$ cat config.mk
export PLATFORM = sky130hd
export DESIGN_NAME = pixel_pos_counter
export DESIGN_NICKNAME = d
export VERILOG_FILES = /design/src/cellbuf_pkg.sv /design/src/pixel_pos_counter.sv
export VERILOG_INCLUDE_DIRS = /design/src
export SDC_FILE = /design/constraint.sdc
export NUM_CORES = 1
export LEC_CHECK = 0
export BUFFER_PORTS_ARGS = -buffer_cell sky130_fd_sc_hd__buf_2
export CORE_AREA = 3 3 40 42
export CTS_BUF_LIST = sky130_fd_sc_hd__clkbuf_8
export DETAILED_ROUTE_END_ITERATION = 8
export DIE_AREA = 0 0 43 45
export HOLD_SLACK_MARGIN = 0.02
export PLACE_DENSITY = 0.4
export SKIP_LAST_GASP = 1
export SLEW_MARGIN = 5
export SYNTH_ARGS = -nofsm -noshare
export SYNTH_HDL_FRONTEND = slang
export SYNTH_SLANG_ARGS = --single-unit
$ cat constraint.sdc
create_clock -name clk -period 2.1 [get_ports clk]
set_clock_uncertainty 0.05 [all_clocks]
set_input_delay 0.525 -clock clk [delete_from_list [all_inputs] [get_ports clk]]
set_output_delay 0.525 -clock clk [all_outputs]
set_load 0.005 [all_outputs]
$ cat src/cellbuf_config.svh
`ifndef CELLBUF_CONFIG_SVH
`define CELLBUF_CONFIG_SVH

// Pixel and cell geometry
`define CB_PIXEL_W          8
`define CB_CELL_PIX         8

// Cells covered by one incoming pixel group
`define CB_GROUP_CELLS      4

// Frame size in cells
`define CB_LINE_CELLS       8
`define CB_FRAME_CELL_ROWS  4

// Groups needed for one full pixel row of the line
`define CB_GROUPS_PER_ROW   (`CB_LINE_CELLS / `CB_GROUP_CELLS)

`endif

$ cat src/cellbuf_pkg.sv
`include "cellbuf_config.svh"

package cellbuf_pkg;

    // Field widths of the write position and the cell index
    localparam int GROUP_W     = $clog2(`CB_GROUPS_PER_ROW);
    localparam int CROW_W      = $clog2(`CB_CELL_PIX);
    localparam int CELL_ROW_W  = $clog2(`CB_FRAME_CELL_ROWS);
    localparam int CELL_ADDR_W = $clog2(`CB_LINE_CELLS);

    // Pixel k of a cell row sits at index k
    typedef logic [`CB_CELL_PIX-1:0][`CB_PIXEL_W-1:0] pixel_row_t;

    // Lane j belongs to cell group*4 + j
    typedef struct packed {
        pixel_row_t [`CB_GROUP_CELLS-1:0] lane;
    } pgroup_t;

    typedef struct packed {
        logic [GROUP_W-1:0]    group;
        logic [CROW_W-1:0]     crow;
        logic [CELL_ROW_W-1:0] cell_row;
    } cell_pos_t;

    // Interior row 0 first, then the halo rows
    typedef struct packed {
        pixel_row_t [0:`CB_CELL_PIX-1] interior;
        pixel_row_t                    top;
        pixel_row_t                    bottom;
    } cell_view_t;

    typedef logic [CELL_ADDR_W-1:0] cell_addr_t;

endpackage

$ cat src/pixel_pos_counter.sv
`timescale 1ns/10ps
`include "cellbuf_config.svh"

module pixel_pos_counter (
    input  logic                   clk,
    input  logic                   arst_n_i,
    input  logic                   pgroup_wr_i,
    output cellbuf_pkg::cell_pos_t pos_o
);
    import cellbuf_pkg::*;

    localparam logic [GROUP_W-1:0]    LAST_GROUP    = GROUP_W'(`CB_GROUPS_PER_ROW - 1);
    localparam logic [CROW_W-1:0]     LAST_CROW     = CROW_W'(`CB_CELL_PIX - 1);
    localparam logic [CELL_ROW_W-1:0] LAST_CELL_ROW = CELL_ROW_W'(`CB_FRAME_CELL_ROWS - 1);

    cell_pos_t pos_q;
    cell_pos_t pos_d;

    // Group carries into crow, crow carries into cell row
    always_comb begin
        pos_d = pos_q;
        if (pos_q.group == LAST_GROUP) begin
            pos_d.group = '0;
            if (pos_q.crow == LAST_CROW) begin
                pos_d.crow = '0;
                if (pos_q.cell_row == LAST_CELL_ROW) begin
                    // End of frame, back to cell row 0
                    pos_d.cell_row = '0;
                end else begin
                    pos_d.cell_row = pos_q.cell_row + 1'b1;
                end
            end else begin
                pos_d.crow = pos_q.crow + 1'b1;
            end
        end else begin
            pos_d.group = pos_q.group + 1'b1;
        end
    end

    always_ff @(posedge clk or negedge arst_n_i) begin
        if (!arst_n_i) begin
            pos_q <= '0;
        end else if (pgroup_wr_i) begin
            pos_q <= pos_d;
        end
    end

    assign pos_o = pos_q;

    // An unknown strobe would leave the position undefined
    wr_known_a: assert property (
        @(posedge clk) disable iff (!arst_n_i)
        !$isunknown(pgroup_wr_i)
    ) else begin
        $error("pgroup_wr_i is unknown");
    end

endmodule

==> metrics <==
I/O pin count 9; compound-cell area share of the yosys netlist 0%; GRT Total Usage 6.695%; CP max FO 4; slew margin rel. 90.02%; unrepaired setup endpoints after global routing false; Synth area leaders dfrtp_1 55%, mux2_2 20%, ha_1 14%; Worst-Skew Late Latency 0.22 ns; Tightest Pin Transition 0.1494 ns; time the worst path needs with I/O delays and setup 1.444 ns; post-synth cell types 8; Design Area, Final 375.4 um2; cell taking the most area after synthesis dfrtp_1; max reg flops 6; Antenna Nets Post-Route 0; Synth Instances 20; Max-cap violations 0; Cell Pwr Density 1623 mW/mm2; Arr. time, crit path 1.49 ns; post-CTS setup buffers 0; H-Tree Depth 1; die area 0.001935 mm2; first-pass GRT wire length 834 um; outcome finished, final reports clean; XOR/XNOR Fraction of Synth Area 3.182%; pre-CTS setup slack 0.6611 ns; most common cell in the netlist dfrtp_1; WL/cell 10.46 um; WP data required 2.15 ns; Peak Freq 0.6927 GHz; Setup TNS Final 0 ns; drt via density 4.043; 1st-iter DRT viols 2; Worst Setup End Kind register; r2r setup slk 0.66 ns; area grow syn2layout 36.36%; Synth Net Count 26; # hold bufs at CTS 0; fin. max-slew vios 0; ANT cells 0; top-area cell type share of the netlist area 54.55%; vias in the first global route 193; Setup Viol. Count Final 0; # clock sinks 6; Hold Path Class in -> async; post-route setup slack 0.6564 ns; row cnt 13; Final Routed Wirelength 481 um; Top FF cell, synth dfrtp_1; Synth Area in Adders 13.64%; CTS Buf Count 3; Final Hold Fails 0; Clock Tree Buf Depth 2; fraction of layout cells with a size suffix above 1 51.61%; top cells by count, synth 6 x dfrtp_1, 5 x mux2_2, 3 x ha_1, 2 x nor2_1; Cell Area, Synth 275.3 um2; Post-DP Area 334.1 um2; mux share of post-synthesis cell area 20.45%; TritonRoute pass-1 iters 2; Initial Util 21.42%; Critical Path Start Type register; Residual DRC 0; gpl congestion 0.6341; clock root cell clkbuf_8; Setup CP Type reg -> reg; DP HPWL 401.6 um; fill count 144; IO buf count 8; post-synthesis simple-gate area fraction 8.182%; period utilisation layout 68.74%; Core Area 0.001285 mm2; die extent in y 45 um; DR vias 186; NumNets Final 39; clk slew on worst S/H paths 0.04 ns; largest family of logic cells by synthesized area multiplexers; P_leak 0.1890 nW; post-cts resize count 0; initial antenna violation count 0; Multi-input gate area 125.1 um2; pin count of the biggest net entering global routing 7; Die Wd 43 um; EDFF count, synth 0; yosys warns 0; CTS tree built; Synth async-reset ratio 100.0%; Yosys reg bits 6; register area share after synthesis 54.55%; storage element area 150.1 um2; gr ovfl total 0; VDD IR max 0.0005179 V; Syn Area/Cell 13.76 um2
[layout by cell type, fill, tap and decap left out, drive strengths merged]
| master | count |
|---|---|
| clkbuf | 3 |
| dfrtp | 6 |
| xor2 | 1 |
| buf | 8 |
| ha | 3 |
| nor2 | 2 |
| nand3 | 1 |
| nor2b | 1 |
| mux2 | 5 |
| nand2 | 1 |
[through the flow]
| stage | cells | total power, mW | hold WS [ns] | utilization, % |
|---|---|---|---|---|
| 2_1_floorplan | 20 | 0.3568 | 0.1794 | - |
| 3_3_place_gp | 43 | 0.4370 | 0.3066 | 26.00 |
| 3_5_place_dp | 43 | 0.4491 | 0.3069 | 26.00 |
| 4_1_cts | 46 | 0.6227 | 0.07443 | 29.21 |
| 5_1_grt | 46 | 0.6725 | 0.07821 | 29.21 |
| 6_report | 46 | 0.6091 | 0.07443 | 29.21 |
[area by class of cell]
class,count,area share [%]
flip-flops and latches,6,40.00
multi-input cells,14,33.33
clock buffers,3,11.00
repair buffers,8,10.67
well taps,15,5.000
[worst max-delay path, stage by stage, from the launching register on]
cell	delay [ns]
dfrtp_1	0.40
ha_1	0.22
ha_1	0.21
nand3_1	0.11
mux2_2	0.34
[kinds of logic (layout without fill, tap and decap cells)]
logic type / count (synthesis) / count (layout)
flip-flops: 6 / 6
multiplexers: 5 / 5
AND/OR/NAND/NOR: 5 / 5
adder cells (fa/ha/maj): 3 / 3
XOR/XNOR: 1 / 1
buffers and inverters: 0 / 11
[worst paths after layout]
check                                 to     start  depth (start not counted)
worst max-delay path            pos_o[0]  pos_o[2]                          4
worst min-delay path            pos_o[3]  arst_n_i                          1
worst max register to register  pos_o[0]  pos_o[2]                          4
worst min register to register  pos_o[5]  pos_o[5]                          1
max in group asynchronous       pos_o[1]  arst_n_i                          1
min in group clk                pos_o[5]  pos_o[5]                          1
[report_power, final]
part	switching (mW)	internal [mW]
combinational	0.0857	0.130
sequential	0.0491	0.177
clock	0.0447	0.123
total	0.180	0.430
[routing by layer]
metal | GRT usage (%) | part of all wire (%) | vias up
met5 | 0 | 0 | -
met4 | 7.229 | 0 | 0
met3 | 5.179 | 10 | 0
met2 | 8.084 | 47 | 6
met1 | 6.846 | 43 | 86
li1 | - | - | 94
No activity file was read; power rests on OpenSTA's default activity.
