**config.mk**
```make
export PLATFORM = sky130hd
export DESIGN_NAME = halo_pixel_store
export DESIGN_NICKNAME = d
export VERILOG_FILES = /design/src/cellbuf_pkg.sv /design/src/halo_pixel_store.sv
export VERILOG_INCLUDE_DIRS = /design/src
export SDC_FILE = /design/constraint.sdc
export NUM_CORES = 1
export LEC_CHECK = 0
export BUFFER_PORTS_ARGS = -buffer_cell sky130_fd_sc_hd__buf_2
export CAP_MARGIN = 20
export CORE_ASPECT_RATIO = 0.9
export CORE_MARGIN = 4
export CORE_UTILIZATION = 25
export DETAILED_ROUTE_END_ITERATION = 8
export PLACE_DENSITY = 0.47
export REMOVE_ABC_BUFFERS = 1
export SLEW_MARGIN = 20
export SYNTH_ARGS = -nofsm -noshare
export SYNTH_HDL_FRONTEND = slang
export SYNTH_SLANG_ARGS = --single-unit
```
**constraint.sdc**
```tcl
create_clock -name clk -period 2.2 [get_ports clk]
set_clock_uncertainty 0.1 [all_clocks]
set_input_delay 0.22 -clock clk [delete_from_list [all_inputs] [get_ports clk]]
set_output_delay 0.22 -clock clk [all_outputs]
set_load 0.1 [all_outputs]
```
**src/cellbuf_config.svh**
```systemverilog
`ifndef CELLBUF_CONFIG_SVH
`define CELLBUF_CONFIG_SVH

// Pixel and cell geometry
`define CB_PIXEL_W          8
`define CB_CELL_PIX         8

// Cells covered by one incoming pixel group
`define CB_GROUP_CELLS      4

// Frame size in cells
`define CB_LINE_CELLS       8
`define CB_FRAME_CELL_ROWS  4

// Groups needed for one full pixel row of the line
`define CB_GROUPS_PER_ROW   (`CB_LINE_CELLS / `CB_GROUP_CELLS)

`endif

```
**src/cellbuf_pkg.sv**
```systemverilog
`include "cellbuf_config.svh"

package cellbuf_pkg;

    // Field widths of the write position and the cell index
    localparam int GROUP_W     = $clog2(`CB_GROUPS_PER_ROW);
    localparam int CROW_W      = $clog2(`CB_CELL_PIX);
    localparam int CELL_ROW_W  = $clog2(`CB_FRAME_CELL_ROWS);
    localparam int CELL_ADDR_W = $clog2(`CB_LINE_CELLS);

    // Pixel k of a cell row sits at index k
    typedef logic [`CB_CELL_PIX-1:0][`CB_PIXEL_W-1:0] pixel_row_t;

    // Lane j belongs to cell group*4 + j
    typedef struct packed {
        pixel_row_t [`CB_GROUP_CELLS-1:0] lane;
    } pgroup_t;

    typedef struct packed {
        logic [GROUP_W-1:0]    group;
        logic [CROW_W-1:0]     crow;
        logic [CELL_ROW_W-1:0] cell_row;
    } cell_pos_t;

    // Interior row 0 first, then the halo rows
    typedef struct packed {
        pixel_row_t [0:`CB_CELL_PIX-1] interior;
        pixel_row_t                    top;
        pixel_row_t                    bottom;
    } cell_view_t;

    typedef logic [CELL_ADDR_W-1:0] cell_addr_t;

endpackage

```
**src/halo_pixel_store.sv**
```systemverilog
`timescale 1ns/10ps
`include "cellbuf_config.svh"

module halo_pixel_store (
    input  logic                                         clk,
    input  logic                                         arst_n_i,
    input  cellbuf_pkg::pgroup_t                         pgroup_i,
    input  logic                                         pgroup_wr_i,
    input  cellbuf_pkg::cell_pos_t                       pos_i,
    input  cellbuf_pkg::cell_addr_t                      cell_addr_i,
    input  logic                                         cell_store_i,
    input  cellbuf_pkg::pixel_row_t [0:`CB_CELL_PIX-1]   interior_i,
    output cellbuf_pkg::pixel_row_t                      top_o,
    output cellbuf_pkg::pixel_row_t                      bottom_o
);
    import cellbuf_pkg::*;

    // One halo row above and one below each cell
    pixel_row_t top_q [`CB_LINE_CELLS];
    pixel_row_t bot_q [`CB_LINE_CELLS];

    logic capture;

    // Pixel row 0 of a cell belongs below the cell row above
    assign capture = pgroup_wr_i && (pos_i.crow == '0);

    for (genvar c = 0; c < `CB_LINE_CELLS; c++) begin : g_cell
        localparam int                  LANE = c % `CB_GROUP_CELLS;
        localparam logic [GROUP_W-1:0]  GRP  = GROUP_W'(c / `CB_GROUP_CELLS);

        logic cap_hit;
        logic st_hit;

        assign cap_hit = capture && (pos_i.group == GRP);
        assign st_hit  = cell_store_i && (cell_addr_i == CELL_ADDR_W'(c));

        always_ff @(posedge clk or negedge arst_n_i) begin
            if (!arst_n_i) begin
                bot_q[c] <= '0;
            end else if (cap_hit) begin
                bot_q[c] <= pgroup_i.lane[LANE];
            end
        end

        always_ff @(posedge clk or negedge arst_n_i) begin
            if (!arst_n_i) begin
                top_q[c] <= '0;
            end else if (st_hit) begin
                // Last interior row turns into the top halo of the next cell row
                top_q[c] <= interior_i[`CB_CELL_PIX-1];
            end
        end
    end

    assign top_o    = top_q[cell_addr_i];
    assign bottom_o = bot_q[cell_addr_i];

endmodule

```
==> impl_metrics.ini <==
[status]
run_status = finished, violations left
violations = negative setup slack

[route]
ant_nets = 0
dr.pass1.iters = 5
via_per_inst = 4.56
drt-initial-drc-count = 1212
vias = 31300
drc = 0
routed_wl_um = 146000
wl_per_cell_um = 21.3

[timing]
rsz0062_at_grt = true
slew_violations = 0
max_freq_mhz = 421
whs_ps = 97.5
post-route-period-util_pct = 108
final.setup.tns_ps = -2160
finalHoldViolations = 0
setup_viol_count_final = 43
relSlewSlack_pct = 57.0
worstMarginPinSlew_ps = 645
setup_ws_ps = -178
post-route-min-period_ps = 2380

[hold_path]
hold_path_class = primary input to asynchronous set/reset pin

[grt]
antenna_found_initial = 44
grtUsageTotal_pct = 14.7
grt_pass1_vias = 34000
grt_max_degree = 93
grt_overflow = 0
grt_pass1_wl_um = 222000

[synthesis]
synthTopCellsByArea = dfrtp_1 54%, mux2_2 22%, mux2_4 7.7%
synth.largest_area_cell = dfrtp_1
synth-main-ff-cell = dfrtp_1
synth-edff-count = 0
async_flop_share_pct = 100
ys_seq_elements = 1024
synth_area_mm2 = 0.0470
ys_warn_count = 0
syn_area_per_cell_um2 = 14.5
netlist.area_leader.share_pct = 54.5
ys_types = 36
synthCells = 3253
yosysSeqAreaShare_pct = 54.5

[pwr]
power_density_mw_per_mm2 = 929
peakVddDrop_uv = 739
p_leak_uw = 0.0297

[cells_and_area]
area_delta_synth_final_pct = 43.2
design_area_mm2 = 0.0674
layout.nets = 5047
multi_input_area_mm2 = 0.0228
post-route-util_pct = 36.1
layout-drive-gt1-share_pct = 56.8
seq_area_mm2 = 0.0256
fillerInstances = 17900
final_common_cell = dfrtp_1
mostFrequentLayoutCells = 1024 x dfrtp_1, 842 x mux2_2, 327 x buf_2

[clocking]
clock-root-buffer = clkbuf_16
clk_pin_slew_ps = 60
numCtsBuffers = 116
clockBufferDepth = 3
cts_tree = yes
cts_sinks = 1024
worstSkewPairLatency_ps = 720
htreeDepth = 3

[run]
drv_cap = 0

[critical_path]
worstPathArrival_ps = 2060
worstPathRequired_ps = 1880
reg2reg_slack_ps = 1110
end_kind = primary output
path_class = register to primary output
path_max_fanout = 2
worstSetupStartpointType = register

[place]
place.gp.congestion = 0.742
dpl-instance-area_mm2 = 0.0573
dp.final_hpwl_um = 100000
io_buffers = 458

[floorplan]
die_height_um = 419
dieArea_mm2 = 0.195
rows = 150
io_pins = 909
die_w_um = 465
initial_core_util_pct = 25.2
core_area_mm2 = 0.186
## worst max-delay path: stages, from the launching register on
cell and delay (ps):
dfrtp_1 350, mux2i_1 90, a221oi_2 260, a2bb2oi_2 280
buf_4 170, buf_12 160
## path summary, 6_finish.rpt
path                       startpoint           end  depth (start not counted)
max in group asynchronous    arst_n_i    bot_q[387]                          4
min in group clk             pos_i[3]    bot_q[116]                          4
min                          arst_n_i     bot_q[87]                          3
max reg2reg                bot_q[394]    bot_q[394]                          3
max                        bot_q[425]  bottom_o[41]                          5
min reg2reg                top_q[335]    top_q[335]                          1
## cell usage after synthesis (all sizes together), types with 3 or more instances
| cell | count |
|---|---|
| nand2 | 10 |
| a2bb2oi | 32 |
| a221oi | 64 |
| mux4 | 5 |
| a21oi | 71 |
| dfrtp | 1024 |
| inv | 66 |
| o22ai | 115 |
| nor2 | 26 |
| mux2 | 1162 |
| nand2b | 5 |
| nor3 | 73 |
| or2 | 3 |
| o221ai | 71 |
| buf | 167 |
| a211o | 70 |
| mux2i | 167 |
| a211oi | 23 |
| nand3 | 3 |
| clkbuf | 85 |
## sequential cells by signal, indices dropped and copies added, names as in the netlist
name,flops
bot_q,512
top_q,512
## layer usage
metal	up-vias	routed length, um	track usage, %
li1	14200	-	-
met1	16300	70400	20.7
met2	606	65700	22.9
met3	187	7600	3.65
met4	34	2560	2.91
met5	-	203	0
## cell type report
type | instances | area share (%)
Antenna cell | 18 | 0.0669
Clock buffer | 184 | 5.19
Clock inverter | 21 | 0.392
Inverter | 66 | 0.368
Multi-Input combinational cell | 1911 | 33.8
Sequential cell | 1024 | 38.0
Tap cell | 2508 | 4.66
Timing Repair Buffer | 1147 | 17.5
## timing repair
item                                    in CTS  in global routing
pin swaps                                  247                131
endpoints found under the setup margin     128                128
buffers inserted                            40                 18
hold buffers                               323                  0
gates resized for setup                    373                138
hold endpoints to repair                  2048                  0
cloned                                       0                  0
## per-stage QoR
step	power, uW	setup WS, ps	instances
finish	62600	-178	6879
global route	65600	-338	6875
CTS	62700	-288	6851
detailed placement	41300	-301	6329
global placement	41000	-329	6329
floorplan	35200	-25480	3001
## power breakdown
| part | switching (uW) | internal [uW] | total [uW] |
|---|---|---|---|
| registers | 2340 | 23100 | 25500 |
| logic | 8620 | 9250 | 17900 |
| clock network | 8070 | 11200 | 19300 |
| total | 19000 | 43600 | 62600 |
## cell families after synthesis
group	Yosys count	synth area share, %
simple gates	129	1.38
mux	1334	33.5
compound gates	448	7.10
flops	1024	54.5
buf+inv	318	3.48
Power figures use the tool's default switching activity.
